### config.mk
export PLATFORM = sky130hd
export DESIGN_NAME = rowDriver
export DESIGN_NICKNAME = d
export VERILOG_FILES = /design/src/cimPkg.sv /design/src/rowDriver.sv
export SDC_FILE = /design/constraint.sdc
export NUM_CORES = 1
export LEC_CHECK = 0
export ABC_AREA = 1
export BUFFER_PORTS_ARGS = -buffer_cell sky130_fd_sc_hd__buf_2
export CAP_MARGIN = 20
export CORE_UTILIZATION = 44
export CTS_BUF_LIST = sky130_fd_sc_hd__clkbuf_8
export DETAILED_ROUTE_END_ITERATION = 10
export GPL_TIMING_DRIVEN = 0
export PLACE_DENSITY = 0.81
export SLEW_MARGIN = 5
export SYNTH_ARGS = -nofsm -noshare
export SYNTH_HDL_FRONTEND = slang
export SYNTH_SLANG_ARGS = --single-unit
export TNS_END_PERCENT = 20
### constraint.sdc
create_clock -name CLK -period 0.8 [get_ports CLK]
set_clock_uncertainty 0.1 [all_clocks]
set_input_delay 0.08 -clock CLK [delete_from_list [all_inputs] [get_ports CLK]]
set_output_delay 0.08 -clock CLK [all_outputs]
set_load 0.005 [all_outputs]
### src/cimPkg.sv
// Shared types for the compute-in-memory column design
// Holds the host command code, the per-row input drive code and the
// phase-strobe bundle that the sequencer sends to the column macro
// Modules pull these in with a wildcard import in their header

`default_nettype none

package cimPkg;

    // Host command carried on reqOp and echoed on rspOp
    typedef enum logic [1:0] {
        opWrite = 2'd0,
        opRead  = 2'd1,
        opMac   = 2'd2
    } cimOp;

    // Ternary input value for one row during a MAC
    typedef enum logic [1:0] {
        driveZero = 2'd0,
        drivePos  = 2'd1,
        driveNeg  = 2'd2
    } rowDrive;

    // Macro phase strobes, one bit each
    typedef struct packed {
        logic pch;    // Bitline precharge
        logic write;  // Write driver enable
        logic saen;   // Sense amplifier enable
        logic conv;   // Flash ADC conversion
    } phaseCtrl;

endpackage

`default_nettype wire
### src/rowDriver.sv
// Row driver for the compute-in-memory column
// Loads a one-hot word line from the row address and the positive and
// negative select lines from the ternary input vector on the accept edge
// Lines stay up for one cycle, then drop while enable is low

`timescale 1ns/1ps
`default_nettype none

module rowDriver import cimPkg::*; #(
    parameter int numRows = 16,
    localparam int addrBits = $clog2(numRows)
) (
    input  logic                   CLK,
    input  logic                   rstN,
    input  logic                   enable,
    input  logic [addrBits-1:0]    addr,
    input  rowDrive [numRows-1:0]  drive,
    output logic [numRows-1:0]     wordLine,
    output logic [numRows-1:0]     vdrSel,
    output logic [numRows-1:0]     vssSel
);

    logic [numRows-1:0] wlNext;
    logic [numRows-1:0] vdrNext;
    logic [numRows-1:0] vssNext;

    // Address decode and per-row sign split
    always_comb begin
        wlNext = {{(numRows-1){1'b0}}, 1'b1} << addr;
        for (int i = 0; i < numRows; i++) begin
            vdrNext[i] = (drive[i] == drivePos);
            vssNext[i] = (drive[i] == driveNeg);
        end
    end

    // Registered lines keep the macro inputs glitch-free
    always_ff @(posedge CLK) begin
        if (!rstN || !enable) begin
            wordLine <= '0;
            vdrSel   <= '0;
            vssSel   <= '0;
        end else begin
            wordLine <= wlNext;
            vdrSel   <= vdrNext;
            vssSel   <= vssNext;
        end
    end

endmodule

`default_nettype wire

==> impl_metrics.ini <==
[run_status]
outcome = finished with violations
violations = negative hold slack, negative setup slack

[flow_run]
cap_violations = 0

[setup_path]
worst-path-stages = 1
path_buf_inv = 1
cp-end-kind = output port
cp_slowest_cell = dfxtp_2
critical_path_required_ns = 0.62
worstSetupPathType = flop to output port
cpLargestDelayFamily = flip-flops
arrival_ns = 0.73
cp-endpoint = vssSel[15]
cp_cell_sequence = buf_6
critPathLaunch = vssSel[15]
start_kind = flop
max_stage_delay_ns = 0.33
worst-path-max-fanout = 1

[synthesis]
yosysSeqAreaShare_pct = 65.64
syn-num-nets = 186
yosysUniqueCellTypes = 10
ys_seq_elements = 48
syn_area_per_cell_sq_um = 9.959
synthCells = 147
syn-cell-area_sq_mm = 0.001464
ys_warn_count = 0

[die]
rows = 20
initial_core_util_pct = 47.18
dieArea_sq_mm = 0.003562
pin_count = 87
coreArea_sq_mm = 0.003103
die_w_um = 59.68
die_y_um = 59.68

[layout]
drive_gt1_share_pct = 50.56
fillers = 193
nets = 308
syn2layout_area_growth_pct = 66.67
n_antenna_cell = 0

[detailed_routing]
via_per_inst = 4.572
route.detailed.drc = 0
drt_iter0_markers = 35
routed_wirelength_um = 4418
postRouteAntennaNets = 0
dr_total_vias = 1431
drt_pass1_iterations = 4
wl_per_cell_um = 14.12

[timing]
slew_headroom_pct = 78.42
fmax_ghz = 1.105
drv_slew = 0
worst_slew_pin_slew_ns = 0.3228
period_needed_ns = 0.9053
setup_tns_ns = -4.590
worst_slack_ns = -0.1053
rsz0062_at_grt = yes
setup_viol = 57
fin_crit_sh_pct = 113.2
hold_viol_final = 7
timing.hold.ws_ns = -0.02031

[placement]
dp_hpwl_um = 2238
gp_congestion = 0.7367
pre_cts_ws_ns = -0.01359
io_buffers = 86

[power_and_ir_drop]
p_sw_mw = 0.9569
p_comb_share_pct = 12.1
finalPower_mw = 4.253
power.leakage_nw = 1.299
swShare_pct = 22.50
clockPowerShare_pct = 30.1
power.density_mw_per_mm2 = 1743
pwr-share-seq_pct = 57.8
ir_drop_uv = 1119
internal-power_mw = 3.296

[global_routing]
gr-usage-all-layers_pct = 23.71
use_met2_pct = 43.97
grt_pass1_wl_um = 5975
grt_pass1_vias = 1410
met1_usage_pct = 21.26
grt_overflow = 0
met3_usage_pct = 8.442
grt_max_degree = 14
antenna_found_initial = 0
gr-max-usage-layer = met2

[clock_tree]
ctsHoldBuffers = 30
cts_buffer_depth = 2
clock-root-buffer = clkbuf_8
ctsHtreeMaxLevel = 2
cts_setup_buffers = 0
numCtsBuffers = 5
cts_tree = done
clk_pin_slew_ns = 0.08
clock_sinks = 48

[min_path]
min-delay-start = drive[29]
worstHoldPathCells = 3
hold_path_class = input pin to flop
==> layout by cell type (no fill, tap or decap), drive strengths merged <==
master         n
buf           89
clkbuf         5
nand2         19
dlymetal6s4s   9
dlygate4sd3   20
clkinv         1
inv           21
dfxtp         48
nand3          8
nor3          16
nor2          33
==> per-stage QoR <==
step | utilization [%] | std cells | cell area (sq um) | hold WS (ns)
floorplan | - | 147 | 1464 | 0.04788
global placement | 62.82 | 277 | 1949 | 0.1612
detailed placement | 62.82 | 277 | 1949 | 0.1647
CTS | 75.04 | 314 | 2328 | -0.05650
global route | 78.63 | 313 | 2440 | -0.01663
finish | 78.63 | 313 | 2440 | -0.02031
==> routing by layer <==
layer / wire length [um] / share of wire, %
met5: 0 / 0
met4: 135 / 3.1
met3: 449 / 10
met2: 2208 / 50
met1: 1624 / 37
==> kinds of logic (layout without fill, tap and decap cells) <==
family	after synthesis	in the layout	synth area share, %
AND/OR/NAND/NOR	76	76	26.92
flip-flops	48	48	65.64
buffers and inverters	23	145	7.436
==> sequential cells by signal (all words and copies together) (netlist names) <==
name      count
vdrSel       16
vssSel       16
wordLine     16
==> synth_stat cells (all sizes together) <==
cell type | number | share of area (%)
buf | 3 | 2.3
dfxtp | 48 | 66
inv | 20 | 5.1
nand2 | 19 | 5.0
nand3 | 8 | 2.7
nor2 | 33 | 8.5
nor3 | 16 | 11
==> power groups by stage <==
| stage | registers [mW] | logic, mW | clock network [mW] |
|---|---|---|---|
| finish | 2.46 | 0.514 | 1.28 |
| global route | 2.46 | 0.552 | 1.39 |
| detailed placement | 2.50 | 0.345 | 0 |
| CTS | 2.45 | 0.460 | 1.32 |
| global placement | 2.50 | 0.339 | 0 |
| floorplan | 2.51 | 0.141 | 0 |
==> cell type report <==
type                            count  area (sq um)  share of cell area, %
Buffer                              3         33.78                  1.385
Clock buffer                        5         68.82                  2.821
Clock inverter                      2         8.758                 0.3590
Inverter                           20         75.07                  3.077
Multi-Input combinational cell     76         399.1                  16.36
Sequential cell                    48         980.9                  40.21
Tap cell                           44         55.05                  2.256
Timing Repair Buffer              115         818.3                  33.54
==> worst min path at each step <==
stage          slack [ns]      endpoint
6_report            -0.02    vssSel[14]
4_1_cts             -0.06    vdrSel[14]
3_5_place_dp         0.16     vdrSel[8]
2_1_floorplan        0.05    vssSel[10]
5_1_grt             -0.02  wordLine[12]
3_3_place_gp         0.16     vssSel[9]
==> timing repair <==
item                                   4_1_cts  5_1_grt
setup endpoints to repair                   48       75
endpoints found under the hold margin       41        6
gates resized for setup                      1       47
cloned                                       0        0
pin swaps                                    0        7
No activity file was read; power rests on OpenSTA's default activity.
