[config.mk]
export PLATFORM = sky130hd
export DESIGN_NAME = adcDecode
export DESIGN_NICKNAME = d
export VERILOG_FILES = /design/src/adcDecode.sv
export SDC_FILE = /design/constraint.sdc
export NUM_CORES = 1
export LEC_CHECK = 0
export BUFFER_PORTS_ARGS = -buffer_cell sky130_fd_sc_hd__buf_2
export CAP_MARGIN = 20
export CORE_UTILIZATION = 35
export CTS_CLUSTER_SIZE = 14
export DETAILED_ROUTE_END_ITERATION = 10
export HOLD_SLACK_MARGIN = 0.05
export SLEW_MARGIN = 30
export SYNTH_ARGS = -nofsm -noshare
export SYNTH_HDL_FRONTEND = slang
export SYNTH_SLANG_ARGS = --single-unit
[constraint.sdc]
create_clock -name CLK -period 5.3 [get_ports CLK]
set_input_delay 0.53 -clock CLK [delete_from_list [all_inputs] [get_ports CLK]]
set_output_delay 0.53 -clock CLK [all_outputs]
set_load 0.02 [all_outputs]
[src/adcDecode.sv]
// Thermometer decoder for the column flash ADCs
// Counts the tripped comparators of each column and removes the mid-scale
// offset, giving one two's complement code per column, registered every cycle

`timescale 1ns/1ps
`default_nettype none

module adcDecode #(
    parameter int numCols = 8,
    parameter int numAdcBits = 4,
    localparam int compCount = (2**numAdcBits) - 1
) (
    input  logic                                 CLK,
    input  logic                                 rstN,
    input  logic [numCols*compCount-1:0]         adcOut,
    output logic [numCols-1:0][numAdcBits-1:0]   macCode
);

    localparam int codeHalf = 2**(numAdcBits-1);

    logic [numCols-1:0][compCount-1:0] compField;
    logic [numCols-1:0][numAdcBits:0] onesCount;
    logic [numCols-1:0][numAdcBits:0] codeDiff;

    assign compField = adcOut;

    always_comb begin
        for (int j = 0; j < numCols; j++) begin
            onesCount[j] = '0;
            for (int i = 0; i < compCount; i++) begin
                onesCount[j] = onesCount[j] + {{numAdcBits{1'b0}}, compField[j][i]};
            end
            // Mid-scale sits at codeHalf ones
            codeDiff[j] = onesCount[j] - (numAdcBits+1)'(codeHalf);
        end
    end

    always_ff @(posedge CLK) begin
        if (!rstN) begin
            macCode <= '0;
        end else begin
            for (int j = 0; j < numCols; j++) begin
                macCode[j] <= codeDiff[j][numAdcBits-1:0];
            end
        end
    end

endmodule

`default_nettype wire

==> results of run 1 <==
## through the flow
| step | cell area (µm²) | power (W) | utilization |
|---|---|---|---|
| floorplan | 3390 | 0.00118 | - |
| finish | 4410 | 0.00167 | 0.473 |
| global route | 4410 | 0.00187 | 0.473 |
| CTS | 4410 | 0.00171 | 0.473 |
| global placement | 4300 | 0.00145 | 0.461 |
| detailed placement | 4300 | 0.00148 | 0.461 |
## final cells by class
type / instances / area [µm²]
Fill cell: 903 / 4920
Multi-Input combinational cell: 152 / 2180
Timing Repair Buffer: 153 / 766
Sequential cell: 32 / 641
Inverter: 148 / 556
Tap cell: 129 / 161
Clock buffer: 6 / 72.6
Clock inverter: 2 / 35.0
## power breakdown
part           total [W]  switching (W)  internal, W
Combinational    0.00107       0.000579     0.000491
Clock           0.000227      0.0000875     0.000139
Sequential      0.000370      0.0000242     0.000346
## layer usage
layer / up-vias / global-route usage / part of all wire
met3: 7 / 0.0374 / 0.085
li1: 1210 / - / -
met1: 1171 / 0.135 / 0.38
met4: 0 / 0.0323 / 0.0089
met2: 94 / 0.238 / 0.53
met5: - / 0 / 0
## synthesized netlist by cell type, drive strengths merged
master | instances | share of area
inv | 148 | 0.16
fa | 80 | 0.47
dfxtp | 32 | 0.19
ha | 16 | 0.059
and2 | 13 | 0.024
nor2b | 11 | 0.020
and4b | 8 | 0.024
nand2 | 8 | 0.0088
xnor2 | 8 | 0.021
nand3 | 5 | 0.0074
buf | 3 | 0.0052
nand3b | 3 | 0.0066
## path summary, 6_finish.rpt
| check | endpoint | cells past startpoint | slack, ns |
|---|---|---|---|
| min | macCode[12]$_SDFF_PN0_ | 3 | 0.62 |
| max | macCode[30]$_SDFF_PN0_ | 10 | 1.71 |
## critical path, stage by stage
cell and delay [ns]:
buf_2 0.11, fa_1 0.53, inv_1 0.05, fa_1 0.47, fa_1 0.54, fa_1 0.43, fa_1 0.42, fa_1 0.40
xnor2_1 0.13, and2_1 0.14
## layout by cell type, fill, tap and decap left out, drive strengths merged
master,instances
clkinv,1
and2,13
buf,153
nand2,8
bufinv,1
dfxtp,32
xnor2,8
ha,16
clkbuf,6
fa,80
inv,148
nand3,5
nor2b,11
and4b,8
nand3b,3
## cells by family after synthesis
group         synth area share
buf+inv                  0.169
fa+ha+maj                0.531
simple gates            0.0907
flops                    0.189
xor+xnor                0.0206
==> flow_summary.yaml, run 1 <==
clock_network:
  postCtsHoldBufs: 0
  post_cts_buffers: 0
  htreeDepth: 2
  ctsResizeCount: 0
  cts.sinks: 32
  cts_tree: "yes"
  cts-root-buf: "clkbuf_8"
  cts_max_path_buffers: 2
  cts.clk_slew.worst_paths_ns: 0.07
  cts_made_buffers: 5
setup_path:
  required_ns: 5.47
  cp-end-kind: "register"
  crit_fanout: 2
  crit_start: "adcOut[110]"
  worstSetupStartpointType: "input pin"
  critPathArrivalTime_ns: 3.76
  worstSetupPathType: "input pin to register"
sta:
  slew_viol_final: 0
  setup_violations: 0
  worst_pin_slew_ns: 0.467
  tns_ns: 0
  final.min_clock_period_ns: 3.59
  setup_ws_ns: 1.71
  slew_headroom: 0.688
  hold_ws_ns: 0.618
  rsz0062_at_grt: "false"
  min_period_over_period: 0.678
  fmax_ghz: 0.278
  hold_viol: 0
job:
  max_cap_viol_count: 0
die:
  rows: 35
  core_area_um2: 9330
  die_w_um: 100
  io-pin-count: 154
  die_area_um2: 10100
  initial_core_util: 0.364
  die_h_um: 100
synthesis:
  ys_seq_area_frac: 0.189
  yosys_warnings: 0
  yosysUniqueCellTypes: 13
  synth.net_count: 553
  postSynthCellCount: 335
  ys_ff_latch: 32
  synth.avg_cell_area_um2: 10.1
  syn-cell-area_um2: 3390
global_routing:
  grt_pass1_wl_um: 10000
  antenna_found_initial: 0
  grt_max_degree: 33
  grt_pass1_vias: 2534
  grt_usage: 0.125
  overflow: 0
route:
  viasPerCell: 3.99
  drc: 0
  dr.pass1.iters: 4
  drt_first_iter_violations: 28
  routed_wl_um: 5920
  vias: 2482
  postRouteAntennaNets: 0
  avgRoutedWirePerCell_um: 9.52
outcome:
  status: "completed"
place:
  dp_cells: 614
  portBuffers: 153
  place_congestion: 0.729
  preCtsSetupSlack_ns: 1.41
  place_hpwl_um: 5530
finish:
  finalNonFillerCells: 622
  antenna_cells: 0
  area_growth_pct: 30.0
  largestRegisters: "macCode (32)"
  largest_reg_flops: 32
  drive_gt1_frac: 0.325
  largest-register: "macCode"
  nets: 710
power:
  ir_drop_uv: 161
  leakagePower_nw: 2.58
  power_density_nw_per_um2: 378
worst_hold_path:
  min-delay-start: "adcOut[49]"
  hp-class: "input pin to register"
(Power assumes the default switching activity.)
==> run 2, diff against run 1 <==
Clock period 5.3 ns to 3.5 ns, I/O delays scaled along.
==> run 2 against run 1 <==
  * Via count increased by 0.20%
  * Routed wire length up 0.27%
  * Sequential share of layout area is 0.098 points lower
  * Largest power group unchanged
  * Combinational power increased by 53%
==> flow_summary.yaml, run 2 (synthesized netlist as in run 1, its figures left out) <==
outcome:
  status: "completed"
sta:
  final.min_clock_period_ns: 3.41
  min_period_over_period: 0.975
  hold_viol: 0
  slew_viol_final: 0
  fmax_ghz: 0.293
  tns_ns: 0
  hold_ws_ns: 0.436
  rsz0062_at_grt: "false"
  setup_violations: 0
  slew_headroom: 0.703
  worst_pin_slew_ns: 0.445
global_routing:
  antenna_found_initial: 0
  grt_use_met3: 0.0333
  busiest_layer: "met2"
  global_route.usage.met2: 0.242
  grt_max_degree: 33
  grt_pass1_vias: 2635
  overflow: 0
  met1_usage: 0.142
  grt_pass1_wl_um: 10300
  grt_usage: 0.128
worst_hold_path:
  hp-class: "input pin to register"
route:
  routed_wl_um: 5940
  viasPerCell: 3.97
  drt_first_iter_violations: 16
  vias: 2487
  postRouteAntennaNets: 0
  avgRoutedWirePerCell_um: 9.49
  dr.pass1.iters: 4
  drc: 0
die:
  die_area_um2: 10100
  initial_core_util: 0.364
  die_w_um: 100
  die_h_um: 100
  io-pin-count: 154
  rows: 35
  core_area_um2: 9330
power:
  power_density_nw_per_um2: 574
  power_w: 0.00255
  leakagePower_nw: 2.60
  ir_drop_uv: 206
finish:
  nets: 714
  drive_gt1_frac: 0.330
  largest-register: "macCode"
  utilization: 0.476
  antenna_cells: 0
  mostFrequentLayoutCells: "buf_2, inv_1, fa_1, dfxtp_1, ha_1"
  largestRegisters: "macCode (32)"
  layout_commonest_cell: "buf_2"
  largest_reg_flops: 32
  area_growth_pct: 30.9
clock_network:
  postCtsHoldBufs: 0
  cts.sinks: 32
  cts_max_path_buffers: 2
  htreeDepth: 2
  cts.clk_slew.worst_paths_ns: 0.07
  cts_made_buffers: 5
  cts-root-buf: "clkbuf_8"
  post_cts_buffers: 0
  ctsResizeCount: 0
  cts_tree: "yes"
setup_path:
  required_ns: 3.67
  critPathArrivalTime_ns: 3.58
  cp-end-kind: "register"
  worstSetupStartpointType: "input pin"
  crit_fanout: 2
  worstSetupPathType: "input pin to register"
place:
  portBuffers: 153
  place_congestion: 0.734
  place_hpwl_um: 5530
job:
  max_cap_viol_count: 0
run 2: cell types whose count changed in the layout (fill, tap and decap cells not counted):
| cell | delta |
|---|---|
| buf_4 | +4 |
run 2: power breakdown:
group	internal (W)	switching (W)
sequential	0.000524	0.0000385
clock	0.000211	0.000131
combinational	0.000765	0.000879
total	0.00150	0.00105
run 2: stage by stage:
stage               std cells  worst slack (ns)  instance area, µm²
floorplan                 335            0.0228                3390
global placement          618            -0.153                4330
detailed placement        618            -0.215                4330
CTS                       626            0.0869                4440
global route              626            0.0130                4440
finish                    626            0.0869                4440
run 2: area by class of cell:
cell class	instances	area [µm²]
Timing Repair Buffer	157	796
Multi-Input combinational cell	152	2180
Fill cell	912	4890
Inverter	148	556
Clock inverter	2	35.0
Sequential cell	32	641
Clock buffer	6	72.6
Tap cell	129	161
run 2: critical path: stages:
cell and delay [ns]:
buf_2 0.11, fa_1 0.53, inv_1 0.05, fa_1 0.48
fa_1 0.54, fa_1 0.43, fa_1 0.42, fa_1 0.39
xnor2_1 0.13, and2_1 0.14
run 2: path summary, 6_finish.rpt:
path | start | end | cells past startpoint
setup / recovery | adcOut[110] | macCode[30]$_SDFF_PN0_ | 10
hold / removal | adcOut[49] | macCode[12]$_SDFF_PN0_ | 3
run 2: per-layer routing:
| metal | up-vias | part of all wire |
|---|---|---|
| met4 | 0 | 0.010 |
| li1 | 1217 | - |
| met3 | 8 | 0.079 |
| met1 | 1167 | 0.39 |
| met5 | - | 0 |
| met2 | 95 | 0.52 |
==> run 3, diff against run 2 <==
Settings changed: RECOVER_POWER set to 100.
Clock period 3.5 ns to 3.7 ns, I/O delays scaled along.
==> run 3 against run 2 <==
  * Sequential cell count stayed put
  * Worst setup slack better by 0.19 ns
  * Cell area is 1.7% lower
  * Critical path depth did not move
  * Clock power down 5%
  * Via count is 0.20% lower
  * Power decreased by 7.9%
  * Non-clock buffer count down 4
  * Count of clock-buffer cells in the layout stayed put
  * Sequential power decreased by 5.0%
  * First-iteration DRC count rose by 69%
  * Routed wire length decreased by 0.35%
  * Critical endpoint unchanged
  * Largest cell class unchanged
  * Largest power group unchanged
==> flow_summary.yaml, run 3 (synthesized netlist as in run 1, its figures left out) <==
sta:
  slew_viol_final: 0
  slew_headroom: 0.682
  worst_pin_slew_ns: 0.476
  hold_ws_ns: 0.458
  tns_ns: 0
  min_period_over_period: 0.925
  setup_violations: 0
  final.min_clock_period_ns: 3.42
  rsz0062_at_grt: "false"
  setup_ws_ns: 0.278
  fmax_ghz: 0.292
  hold_viol: 0
route:
  vias: 2482
  postRouteAntennaNets: 0
  dr.pass1.iters: 4
  avgRoutedWirePerCell_um: 9.51
  routed_wl_um: 5920
  drc: 0
  drt_first_iter_violations: 27
  viasPerCell: 3.99
power:
  ir_drop_uv: 215
  leakagePower_nw: 2.44
  power_density_nw_per_um2: 538
place:
  place_congestion: 0.729
  place_hpwl_um: 5530
  portBuffers: 153
  dpl-instance-area_um2: 4300
  preCtsSetupSlack_ns: -0.0315
  dp_cells: 614
clock_network:
  cts.sinks: 32
  htreeDepth: 2
  postCtsHoldBufs: 0
  ctsResizeCount: 0
  cts.clk_slew.worst_paths_ns: 0.07
  cts_tree: "yes"
  cts-root-buf: "clkbuf_8"
  cts_max_path_buffers: 2
  cts_made_buffers: 5
  post_cts_buffers: 0
setup_path:
  critPathBufInv: 2
  worstSetupStartpointType: "input pin"
  critPathArrivalTime_ns: 3.59
  required_ns: 3.87
  crit_path_cell_trace: "clkbuf_1 > fa_1 > inv_1 > fa_1 > fa_1 > fa_1 > fa_1 > fa_1 > xnor2_1 > and2_1"
  cpLargestDelayFamily: "adder cells"
  worstSetupPathType: "input pin to register"
  cp-end-kind: "register"
  max_stage_delay_ns: 0.54
  slowest_stage: "fa_1"
  crit_fanout: 2
  cpMostUsedCell: "fa_1"
finish:
  largest_reg_flops: 32
  largest-register: "macCode"
  nets: 710
  area_growth_pct: 28.6
  mostFrequentLayoutCells: "inv_1, buf_2, fa_1, clkbuf_1, dfxtp_1"
  multi_input_area_um2: 2180
  antenna_cells: 0
  layout_commonest_cell: "inv_1"
  finalNonFillerCells: 622
  seq_area_um2: 641
  drive_gt1_frac: 0.247
  nFillCells: 917
  largestRegisters: "macCode (32)"
  design_area_um2: 4360
die:
  die_w_um: 100
  io-pin-count: 154
  die_area_um2: 10100
  initial_core_util: 0.364
  rows: 35
  core_area_um2: 9330
  die_h_um: 100
global_routing:
  overflow: 0
  antenna_found_initial: 0
  grt_max_degree: 33
  grt_pass1_wl_um: 10000
  grt_usage: 0.125
  grt_pass1_vias: 2534
worst_hold_path:
  hp-class: "input pin to register"
job:
  max_cap_viol_count: 0
outcome:
  status: "completed"
==> run 3: changes by cell type in the layout (fill, tap and decap cells not counted), sizes merged <==
cell    previous run  this run
clkbuf             6        44
buf              157       115
==> run 3: tightest hold or removal path, cell delays in order <==
cell and delay, ns:
buf_2 0.09, fa_1 0.14, and2_1 0.11
==> run 3: power breakdown <==
part | internal, W | switching, W
combinational | 0.000659 | 0.000830
clock | 0.000200 | 0.000126
sequential | 0.000496 | 0.0000388
total | 0.00135 | 0.000995
==> run 3: final cells by class <==
cell class,count,area share
clock buffer,6,0.0166
clock inverter,2,0.00803
inverter,148,0.127
multi-input combinational,152,0.500
sequential,32,0.147
tap,129,0.0370
timing repair buffer,153,0.165
==> run 3: worst paths after layout <==
path,from,end,cells past startpoint
max,adcOut[110],macCode[30]$_SDFF_PN0_,10
min,adcOut[49],macCode[12]$_SDFF_PN0_,3
==> run 3: through the flow <==
step	utilization	power, W
final	0.468	0.00235
after global routing	0.468	0.00264
after CTS	0.473	0.00245
after detailed placement	0.461	0.00212
after global placement	0.461	0.00207
after floorplan	-	0.00168
==> run 3: routing by layer <==
metal  vias to the layer above  track usage  part of all wire
li1                       1211            -                 -
met1                      1169        0.135              0.38
met2                        94        0.238              0.53
met3                         8       0.0374             0.080
met4                         0       0.0323            0.0091
met5                         -            0                 0
