File: src/cimPkg.sv
// Shared types for the compute-in-memory column design
// Holds the host command code, the per-row input drive code and the
// phase-strobe bundle that the sequencer sends to the column macro
// Modules pull these in with a wildcard import in their header

`default_nettype none

package cimPkg;

    // Host command carried on reqOp and echoed on rspOp
    typedef enum logic [1:0] {
        opWrite = 2'd0,
        opRead  = 2'd1,
        opMac   = 2'd2
    } cimOp;

    // Ternary input value for one row during a MAC
    typedef enum logic [1:0] {
        driveZero = 2'd0,
        drivePos  = 2'd1,
        driveNeg  = 2'd2
    } rowDrive;

    // Macro phase strobes, one bit each
    typedef struct packed {
        logic pch;    // Bitline precharge
        logic write;  // Write driver enable
        logic saen;   // Sense amplifier enable
        logic conv;   // Flash ADC conversion
    } phaseCtrl;

endpackage

`default_nettype wire
File: src/cimSequencer.sv
// Command sequencer for the compute-in-memory column
// Accepts one host command at a time, strobes the macro phases for one
// cycle and returns a response two edges after acceptance
// reqReady stays low until that response has been taken

`timescale 1ns/1ps
`default_nettype none

module cimSequencer import cimPkg::*; #(
    parameter int numRows = 16,
    parameter int numCols = 8,
    parameter int numAdcBits = 4,
    localparam int addrBits = $clog2(numRows)
) (
    input  logic                                CLK,
    input  logic                                rstN,
    input  logic                                reqValid,
    output logic                                reqReady,
    input  cimOp                                reqOp,
    input  logic [addrBits-1:0]                 reqAddr,
    input  logic [numCols-1:0]                  reqData,
    input  rowDrive [numRows-1:0]               reqDrive,
    input  logic [numCols-1:0]                  saOut,
    input  logic [numCols-1:0][numAdcBits-1:0]  macCode,
    output phaseCtrl                            phase,
    output logic                                rowEnable,
    output logic [addrBits-1:0]                 curAddr,
    output rowDrive [numRows-1:0]               curDrive,
    output logic [numCols-1:0]                  curData,
    output logic                                rspValid,
    input  logic                                rspReady,
    output cimOp                                rspOp,
    output logic [numCols-1:0]                  rspData,
    output logic [numCols-1:0][numAdcBits-1:0]  rspMac
);

    typedef enum logic [1:0] {stIdle, stStrobe, stRespond} seqState;

    seqState state;
    cimOp opReg;
    logic [addrBits-1:0] addrReg;
    rowDrive [numRows-1:0] driveReg;
    logic [numCols-1:0] dataReg;
    logic [numCols-1:0] saReg;
    logic accept;
    logic rspFire;
    phaseCtrl phaseNext;

    assign reqReady = (state == stIdle);
    assign accept = reqValid && reqReady;
    assign rspFire = rspValid && rspReady;

    // Row driver loads on the accept edge, so feed it the live request
    assign rowEnable = accept;
    assign curAddr = (state == stIdle) ? reqAddr : addrReg;
    assign curDrive = (state == stIdle) ? reqDrive : driveReg;
    assign curData = dataReg;

    // Codes settle on E2 and hold until the next conversion
    assign rspMac = (rspOp == opMac) ? macCode : '0;

    // Strobe pattern per command
    always_comb begin
        phaseNext = '0;
        case (reqOp)
            opWrite: begin
                phaseNext.pch   = 1'b1;
                phaseNext.write = 1'b1;
            end
            opRead: begin
                phaseNext.pch  = 1'b1;
                phaseNext.saen = 1'b1;
            end
            opMac:   phaseNext.conv = 1'b1;
            default: phaseNext = '0;
        endcase
    end

    always_ff @(posedge CLK) begin : control
        if (!rstN) begin
            state    <= stIdle;
            phase    <= '0;
            rspValid <= 1'b0;
        end else begin
            case (state)
                stIdle: begin
                    if (accept) begin
                        state <= stStrobe;
                        phase <= phaseNext;
                    end
                end
                // One strobe cycle, E0 to E1
                stStrobe: begin
                    state <= stRespond;
                    phase <= '0;
                end
                stRespond: begin
                    if (!rspValid) begin
                        rspValid <= 1'b1;
                    end else if (rspFire) begin
                        rspValid <= 1'b0;
                        state    <= stIdle;
                    end
                end
                default: state <= stIdle;
            endcase
        end
    end

    always_ff @(posedge CLK) begin : payload
        if (accept) begin
            opReg    <= reqOp;
            addrReg  <= reqAddr;
            driveReg <= reqDrive;
            dataReg  <= reqData;
        end
        // Sense data is valid at the end of the strobe cycle
        if (state == stStrobe) begin
            saReg <= saOut;
        end
        if (state == stRespond && !rspValid) begin
            rspOp   <= opReg;
            rspData <= (opReg == opRead) ? saReg : '0;
        end
    end

endmodule

`default_nettype wire

File: config.mk
export PLATFORM = sky130hd
export DESIGN_NAME = cimSequencer
export DESIGN_NICKNAME = d
export VERILOG_FILES = /design/src/cimPkg.sv /design/src/cimSequencer.sv
export SDC_FILE = /design/constraint.sdc
export NUM_CORES = 1
export LEC_CHECK = 0
export ABC_AREA = 1
export BUFFER_PORTS_ARGS = -buffer_cell sky130_fd_sc_hd__buf_2
export CAP_MARGIN = 25
export CORE_MARGIN = 5
export CORE_UTILIZATION = 44
export CTS_BUF_LIST = sky130_fd_sc_hd__clkbuf_8
export DETAILED_ROUTE_END_ITERATION = 12
export HOLD_SLACK_MARGIN = 0.08
export PLACE_DENSITY = 0.88
export SLEW_MARGIN = 10
export SYNTH_ARGS = -nofsm -noshare
export SYNTH_HDL_FRONTEND = slang
export SYNTH_SLANG_ARGS = --single-unit
File: constraint.sdc
create_clock -name CLK -period 2.11 [get_ports CLK]
set_input_delay 0.211 -clock CLK [delete_from_list [all_inputs] [get_ports CLK]]
set_output_delay 0.211 -clock CLK [all_outputs]
set_load 0.01 [all_outputs]
==> results of run 1 <==
power by group:
part | internal [mW] | switching, mW
Clock | 0.395 | 0.448
Combinational | 0.286 | 0.368
Sequential | 1.64 | 0.0309
cell type report:
cell class / count / share of cell area (%)
clock buffer: 9 / 2.66
clock inverter: 5 / 0.430
inverter: 51 / 4.11
multi-input combinational: 175 / 14.6
sequential: 71 / 44.3
tap: 80 / 2.15
timing repair buffer: 240 / 31.7
worst min path at each step:
stage                from    endpoint  slack [ps]  cells after the start
2_1_floorplan  reqAddr[0]  addrReg[0]         310                      0
4_1_cts          reqOp[1]    opReg[1]          90                      1
5_1_grt          reqOp[1]    opReg[1]          90                      1
6_report         reqOp[1]    opReg[1]         110                      1
3_3_place_gp   reqData[4]  curData[4]         390                      1
3_5_place_dp   reqData[2]  curData[2]         390                      1
registers in the layout (all words and copies together) (netlist names):
name      count
saReg         8
rspOp         2
rspValid      1
addrReg       4
driveReg     32
rspData       8
curData       8
state         2
phase         4
opReg         2
worst max-delay path, stage by stage (launching register included):
cell,delay [ps]
dfxtp_1,410
nor2_4,80
inv_2,420
nand2_1,160
nand2_1,90
buf_2,120
metrics by stage:
stage / std cells / area [µm²] / worst slack [ps] / total power, mW / utilization, %
final: 631 / 4660 / 267 / 3.17 / 69.3
after global routing: 631 / 4660 / 125 / 3.33 / 69.3
after CTS: 631 / 4660 / 266 / 3.18 / 69.3
after detailed placement: 564 / 3980 / 633 / 2.27 / 59.3
after global placement: 564 / 3980 / 671 / 2.25 / 59.3
after floorplan: 307 / 3000 / 128 / 1.99 / -
layout by cell type, fill, tap and decap left out:
cell and count:
clkbuf_8 9, nand4_1 2, inv_2 2, nor2_4 1
o21ai_0 1, nand2_1 119, a21oi_1 6, nor2_1 43
nand3_1 3, dfxtp_1 7, buf_4 5, inv_1 51
dlygate4sd3_1 53, buf_2 182, clkinv_1 2, edfxtp_1 64
clkinv_2 1
cells by family after synthesis:
| group | share of synthesized area [%] |
|---|---|
| flip-flops | 68.8 |
| AO/OA/AOI/OAI | 1.17 |
| AND/OR/NAND/NOR | 21.6 |
| buffers and inverters | 8.40 |
repair_timing:
| item | in CTS | in global routing |
|---|---|---|
| hold endpoints to repair | 53 | 0 |
| buffers inserted | 0 | 0 |
| hold buffers | 53 | 0 |
layer usage:
metal  share of wire [%]  routed length (µm)  global-route usage, %  vias to the layer above
li1                    -                   -                      -                     1426
met1                  35                3190                   20.3                     1299
met2                  53                4830                   39.6                      151
met3                 9.2                 835                   8.04                       23
met4                 2.6                 233                   8.54                        0
met5                   0                   0                      0                        -
==> impl_results.rst, run 1 <==
.. list-table::
   :header-rows: 1

   * - Metric
     - Value
   * - Top-area cell type share of the netlist area
     - 64.2%
   * - Starting utilization of the core area
     - 44.6%
   * - Final period utilization
     - 87.4%
   * - Critical path startpoint
     - state[1]
   * - Static Leak
     - 2.47 nW
   * - Final wirelength
     - 9.09 mm
   * - Count of fill cells added during filler insertion
     - 487
   * - FF/Latch Area
     - 0.00206 mm²
   * - Average cell area after synthesis
     - 9.76 µm²
   * - Nets in the synthesized netlist
     - 397
   * - Routed via count
     - 2899
   * - Drt via density
     - 4.59
   * - Primary flip-flop cell chosen by synthesis mapping
     - edfxtp_1
   * - Number of antenna violations at the first check in global routing
     - 0
   * - Synthesized flop and latch total
     - 71
   * - Buffer type at the clock tree root
     - clkbuf_8
   * - Endpoints failing hold
     - 0
   * - Number of nets still failing antenna checks after routing
     - 0
   * - Most instantiated cells after synthesis
     - nand2_1 (119), edfxtp_1 (64), inv_1 (50)
   * - Post-cts gate resize count
     - 0
   * - Dpl hpwl
     - 5.85 mm
   * - Crit path to
     - curAddr[3]
   * - Detailed-routing iteration count for the pre-antenna-repair pass
     - 4
   * - Number of rows created at floorplan
     - 30
   * - H-tree depth
     - 3
   * - Width of the chip
     - 92.5 µm
   * - Maximum number of pins on one net before global-route repair
     - 38
   * - Final-layout setup total negative slack
     - 0 ps
   * - Largest cells by area after synthesis
     - edfxtp_1 (64%), nand2_1 (15%), inv_1 (6.3%)
   * - Crit Path Class
     - flip-flop to output pin
   * - GP Congestion
     - 0.799
   * - Flop-to-flop setup slack
     - 690 ps
   * - All-layer global routing usage
     - 21.0%
   * - Drc violations
     - 0
   * - Clock insertion delay at the later pin of the skew report
     - 330 ps
   * - Max-Slew Margin vs Limit
     - 62.8%
   * - Max Clock Freq
     - 0.543 GHz
   * - Worst IR drop on VDD
     - 0.000463 V
   * - Die Y
     - 92.5 µm
   * - Nets
     - 638
   * - Fraction of final layout cells sized beyond drive strength 1
     - 36.3%
   * - Data arrival at the endpoint of the critical path
     - 1630 ps
   * - Max capacitance violation total
     - 0
   * - # IOs
     - 183
   * - Cts bufs inserted
     - 9
   * - Post-synth ARST share
     - 0%
   * - Critical path fanouts, max
     - 36
   * - Type of the most critical hold path
     - input pin to flip-flop
   * - Reg clk slew, reported paths
     - 60 ps
   * - Final max-slew violation count
     - 0
   * - Status
     - complete, no violations
   * - Final worst path period need
     - 1840 ps
   * - First-pass GRT wire length
     - 14.1 mm
   * - Number of distinct library cell variants in the gate-level netlist after synthesis
     - 15
   * - Core outline area
     - 0.00672 mm²
   * - Iter 0 DRT Violations
     - 77
   * - Mapped Area
     - 0.00300 mm²
   * - Maximum number of buffers from clock root to sink
     - 2
   * - Final worst clock skew
     - 8.14 ps
   * - Setup crit end kind
     - output pin
   * - Count of inserted antenna diode cells
     - 0
   * - Multi-input gate area in the final layout
     - 682 µm²
   * - Most numerous cell in the Yosys netlist
     - nand2_1
   * - Depth of the worst register-to-register path
     - 4
   * - Setup repair after global routing missed its margin
     - false
   * - Number of failing setup endpoints in the final timing report
     - 0
   * - Total power divided by cell area
     - 680 mW/mm²
   * - Total clock sinks
     - 71
   * - Actual slew at the worst max-slew pin
     - 557 ps
   * - Worst reg2reg endpoint
     - driveReg[19]
   * - Clock tree from TritonCTS
     - done
   * - Crit start category
     - flip-flop
   * - Area added between synthesis and finish
     - 55.5%
   * - Die area
     - 0.00856 mm²
   * - R2r startpoint
     - state[1]
   * - Number of buffers inserted by port buffering
     - 182
   * - Hold slack
     - 107 ps
   * - Portion of the post-synthesis area used by sequential elements
     - 68.8%
   * - Warnings, synthesis
     - 0
   * - Number of flops mapped to enable cells by yosys
     - 64
   * - Via count of the first global-routing pass
     - 3025
   * - Required time reported for the critical path endpoint
     - 1900 ps
   * - GR Overflow Total
     - 0
   * - Post-synth top area cell
     - edfxtp_1
   * - Gate count after technology mapping
     - 307
   * - WL per Instance
     - 14.4 µm
Power figures use the tool's default switching activity.
==> run 2: changes to the inputs <==
Settings changed: TNS_END_PERCENT set to 1.
Clock period 2.11 ns to 2 ns, I/O delays scaled along.
==> run 2 against run 1 <==
Die area is the same; clock-buffer cell count did not move; sequential power rose by 5%.
==> impl_results.rst, run 2 (synthesized netlist as in run 1, its figures left out) <==
.. list-table::
   :header-rows: 1

   * - Metric
     - Value
   * - Status
     - complete, no violations
   * - Leading cell type in the layout, fill and taps excluded
     - buf_2
   * - Max-Slew Margin vs Limit
     - 72.6%
   * - Fraction of the core area covered by cells at the end of the flow
     - 70.5%
   * - Endpoints failing hold
     - 0
   * - Flip-flop count of the largest register, all copies and words added
     - 32
   * - Post-CTS repair timing setup buffer count
     - 0
   * - Depth of the worst register-to-register path
     - 4
   * - Area added between synthesis and finish
     - 58.1%
   * - Final std cell area, no fill
     - 0.00474 mm²
   * - First-pass GRT wire length
     - 14.2 mm
   * - Via count of the first global-routing pass
     - 3059
   * - Iter 0 DRT Violations
     - 133
   * - Core outline area
     - 0.00672 mm²
   * - Critical path, cell by cell
     - nor2_4, nand2_1, inv_2, buf_2
   * - Final worst path period need
     - 1830 ps
   * - Final-layout setup total negative slack
     - 0 ps
   * - Final wirelength
     - 9.41 mm
   * - Starting utilization of the core area
     - 44.6%
   * - Final period utilization
     - 91.4%
   * - Setup repair after global routing missed its margin
     - false
   * - GR Overflow Total
     - 0
   * - Biggest register
     - driveReg
   * - Routed via count
     - 2969
   * - Actual slew at the worst max-slew pin
     - 406 ps
   * - Number of buffers inserted by port buffering
     - 182
   * - H-tree depth
     - 3
   * - Nets
     - 638
   * - Die Y
     - 92.5 µm
   * - Data arrival at the endpoint of the critical path
     - 1630 ps
   * - Cts bufs inserted
     - 9
   * - Number of failing setup endpoints in the final timing report
     - 0
   * - Number of antenna violations at the first check in global routing
     - 0
   * - Worst path max stage delay
     - 360 ps
   * - Die area
     - 0.00856 mm²
   * - Clock insertion delay at the later pin of the skew report
     - 330 ps
   * - Number of rows created at floorplan
     - 30
   * - Maximum number of pins on one net before global-route repair
     - 38
   * - Max Clock Freq
     - 0.547 GHz
   * - Crit start category
     - flip-flop
   * - WL per Instance
     - 14.9 µm
   * - Dpl hpwl
     - 6.00 mm
   * - Type of the most critical hold path
     - input pin to flip-flop
   * - Number of nets still failing antenna checks after routing
     - 0
   * - All-layer global routing usage
     - 21.3%
   * - Most frequent cells in the layout
     - buf_2 (182), nand2_1 (119), edfxtp_1 (64)
   * - Buffer type at the clock tree root
     - clkbuf_8
   * - GP Congestion
     - 0.782
   * - Total clock sinks
     - 71
   * - Reg clk slew, reported paths
     - 70 ps
   * - Slowest stage cell, crit path
     - dfxtp_1
   * - Static Leak
     - 2.50 nW
   * - # IOs
     - 183
   * - Fraction of final layout cells sized beyond drive strength 1
     - 36.6%
   * - Final max-slew violation count
     - 0
   * - Final worst clock skew
     - 11.5 ps
   * - Width of the chip
     - 92.5 µm
   * - Required time reported for the critical path endpoint
     - 1800 ps
   * - Drt via density
     - 4.70
   * - Count of inserted antenna diode cells
     - 0
   * - Maximum number of buffers from clock root to sink
     - 2
   * - Worst IR drop on VDD
     - 0.000488 V
   * - Total power divided by cell area
     - 772 mW/mm²
   * - Max capacitance violation total
     - 0
   * - Worst hold path cell count
     - 3
   * - Detailed-routing iteration count for the pre-antenna-repair pass
     - 5
   * - Crit Path Class
     - flip-flop to output pin
   * - Setup crit end kind
     - output pin
   * - Critical path fanouts, max
     - 18
   * - Clock tree from TritonCTS
     - done
   * - Post-DP Area
     - 0.00399 mm²
   * - Drc violations
     - 0
==> run 2: cell count changes in the layout (fill, tap and decap cells not counted) <==
cell,delta
buf_4,-3
bufinv_16,+2
buf_12,+1
buf_6,+1
clkinv_1,-1
clkinv_2,+1
dlygate4sd3_1,+1
inv_1,-1
inv_2,-1
inv_4,+1
==> run 2: cell type report <==
cell class,count,area [µm²]
Clock inverter,6,77.6
Clock buffer,9,124
Sequential cell,71,2060
Timing Repair Buffer,240,1500
Tap cell,80,100
Inverter,51,194
Fill cell,477,1980
Multi-Input combinational cell,175,682
==> run 2: timing repair <==
item                                    in CTS  in global routing
endpoints found under the setup margin       0                  4
hold buffers                                54                  0
resized for setup                            0                  3
endpoints found under the hold margin       54                  0
==> run 2: power by group <==
part / total, mW / internal, mW / switching (mW)
clock: 1.18 / 0.683 / 0.502
sequential: 1.76 / 1.73 / 0.0333
combinational: 0.707 / 0.307 / 0.400
==> run 2: worst max-delay path: cells and delay by family, from the launching register on <==
| kind | cells | cell delay, ps |
|---|---|---|
| buffers and inverters | 2 | 560 |
| AND/OR/NAND/NOR | 2 | 380 |
| flip-flops | 1 | 360 |
==> run 2: metrics by stage <==
stage	worst slack, ps	instances	power (mW)	hold slack [ps]
2_1_floorplan	17.5	307	2.10	299
3_3_place_gp	508	563	2.37	376
3_5_place_dp	423	563	2.40	378
4_1_cts	126	632	3.66	113
5_1_grt	92.4	632	3.82	127
6_report	172	632	3.65	138
==> run 2: routing by layer <==
layer	GRT usage (%)	up-vias	share of wire, %
met2	40.7	174	54
met3	7.55	29	9.4
met5	0	-	0
met1	20.1	1339	34
met4	9.28	0	3.3
li1	-	1427	-
==> run 2: path summary, 6_finish.rpt <==
path / slack (ps) / from / endpoint
setup reg to reg: 350 / state[1] / driveReg[14]
hold / removal: 140 / rstN / phase[0]
hold reg to reg: 460 / opReg[0] / rspOp[0]
setup / recovery: 170 / state[1] / rowEnable
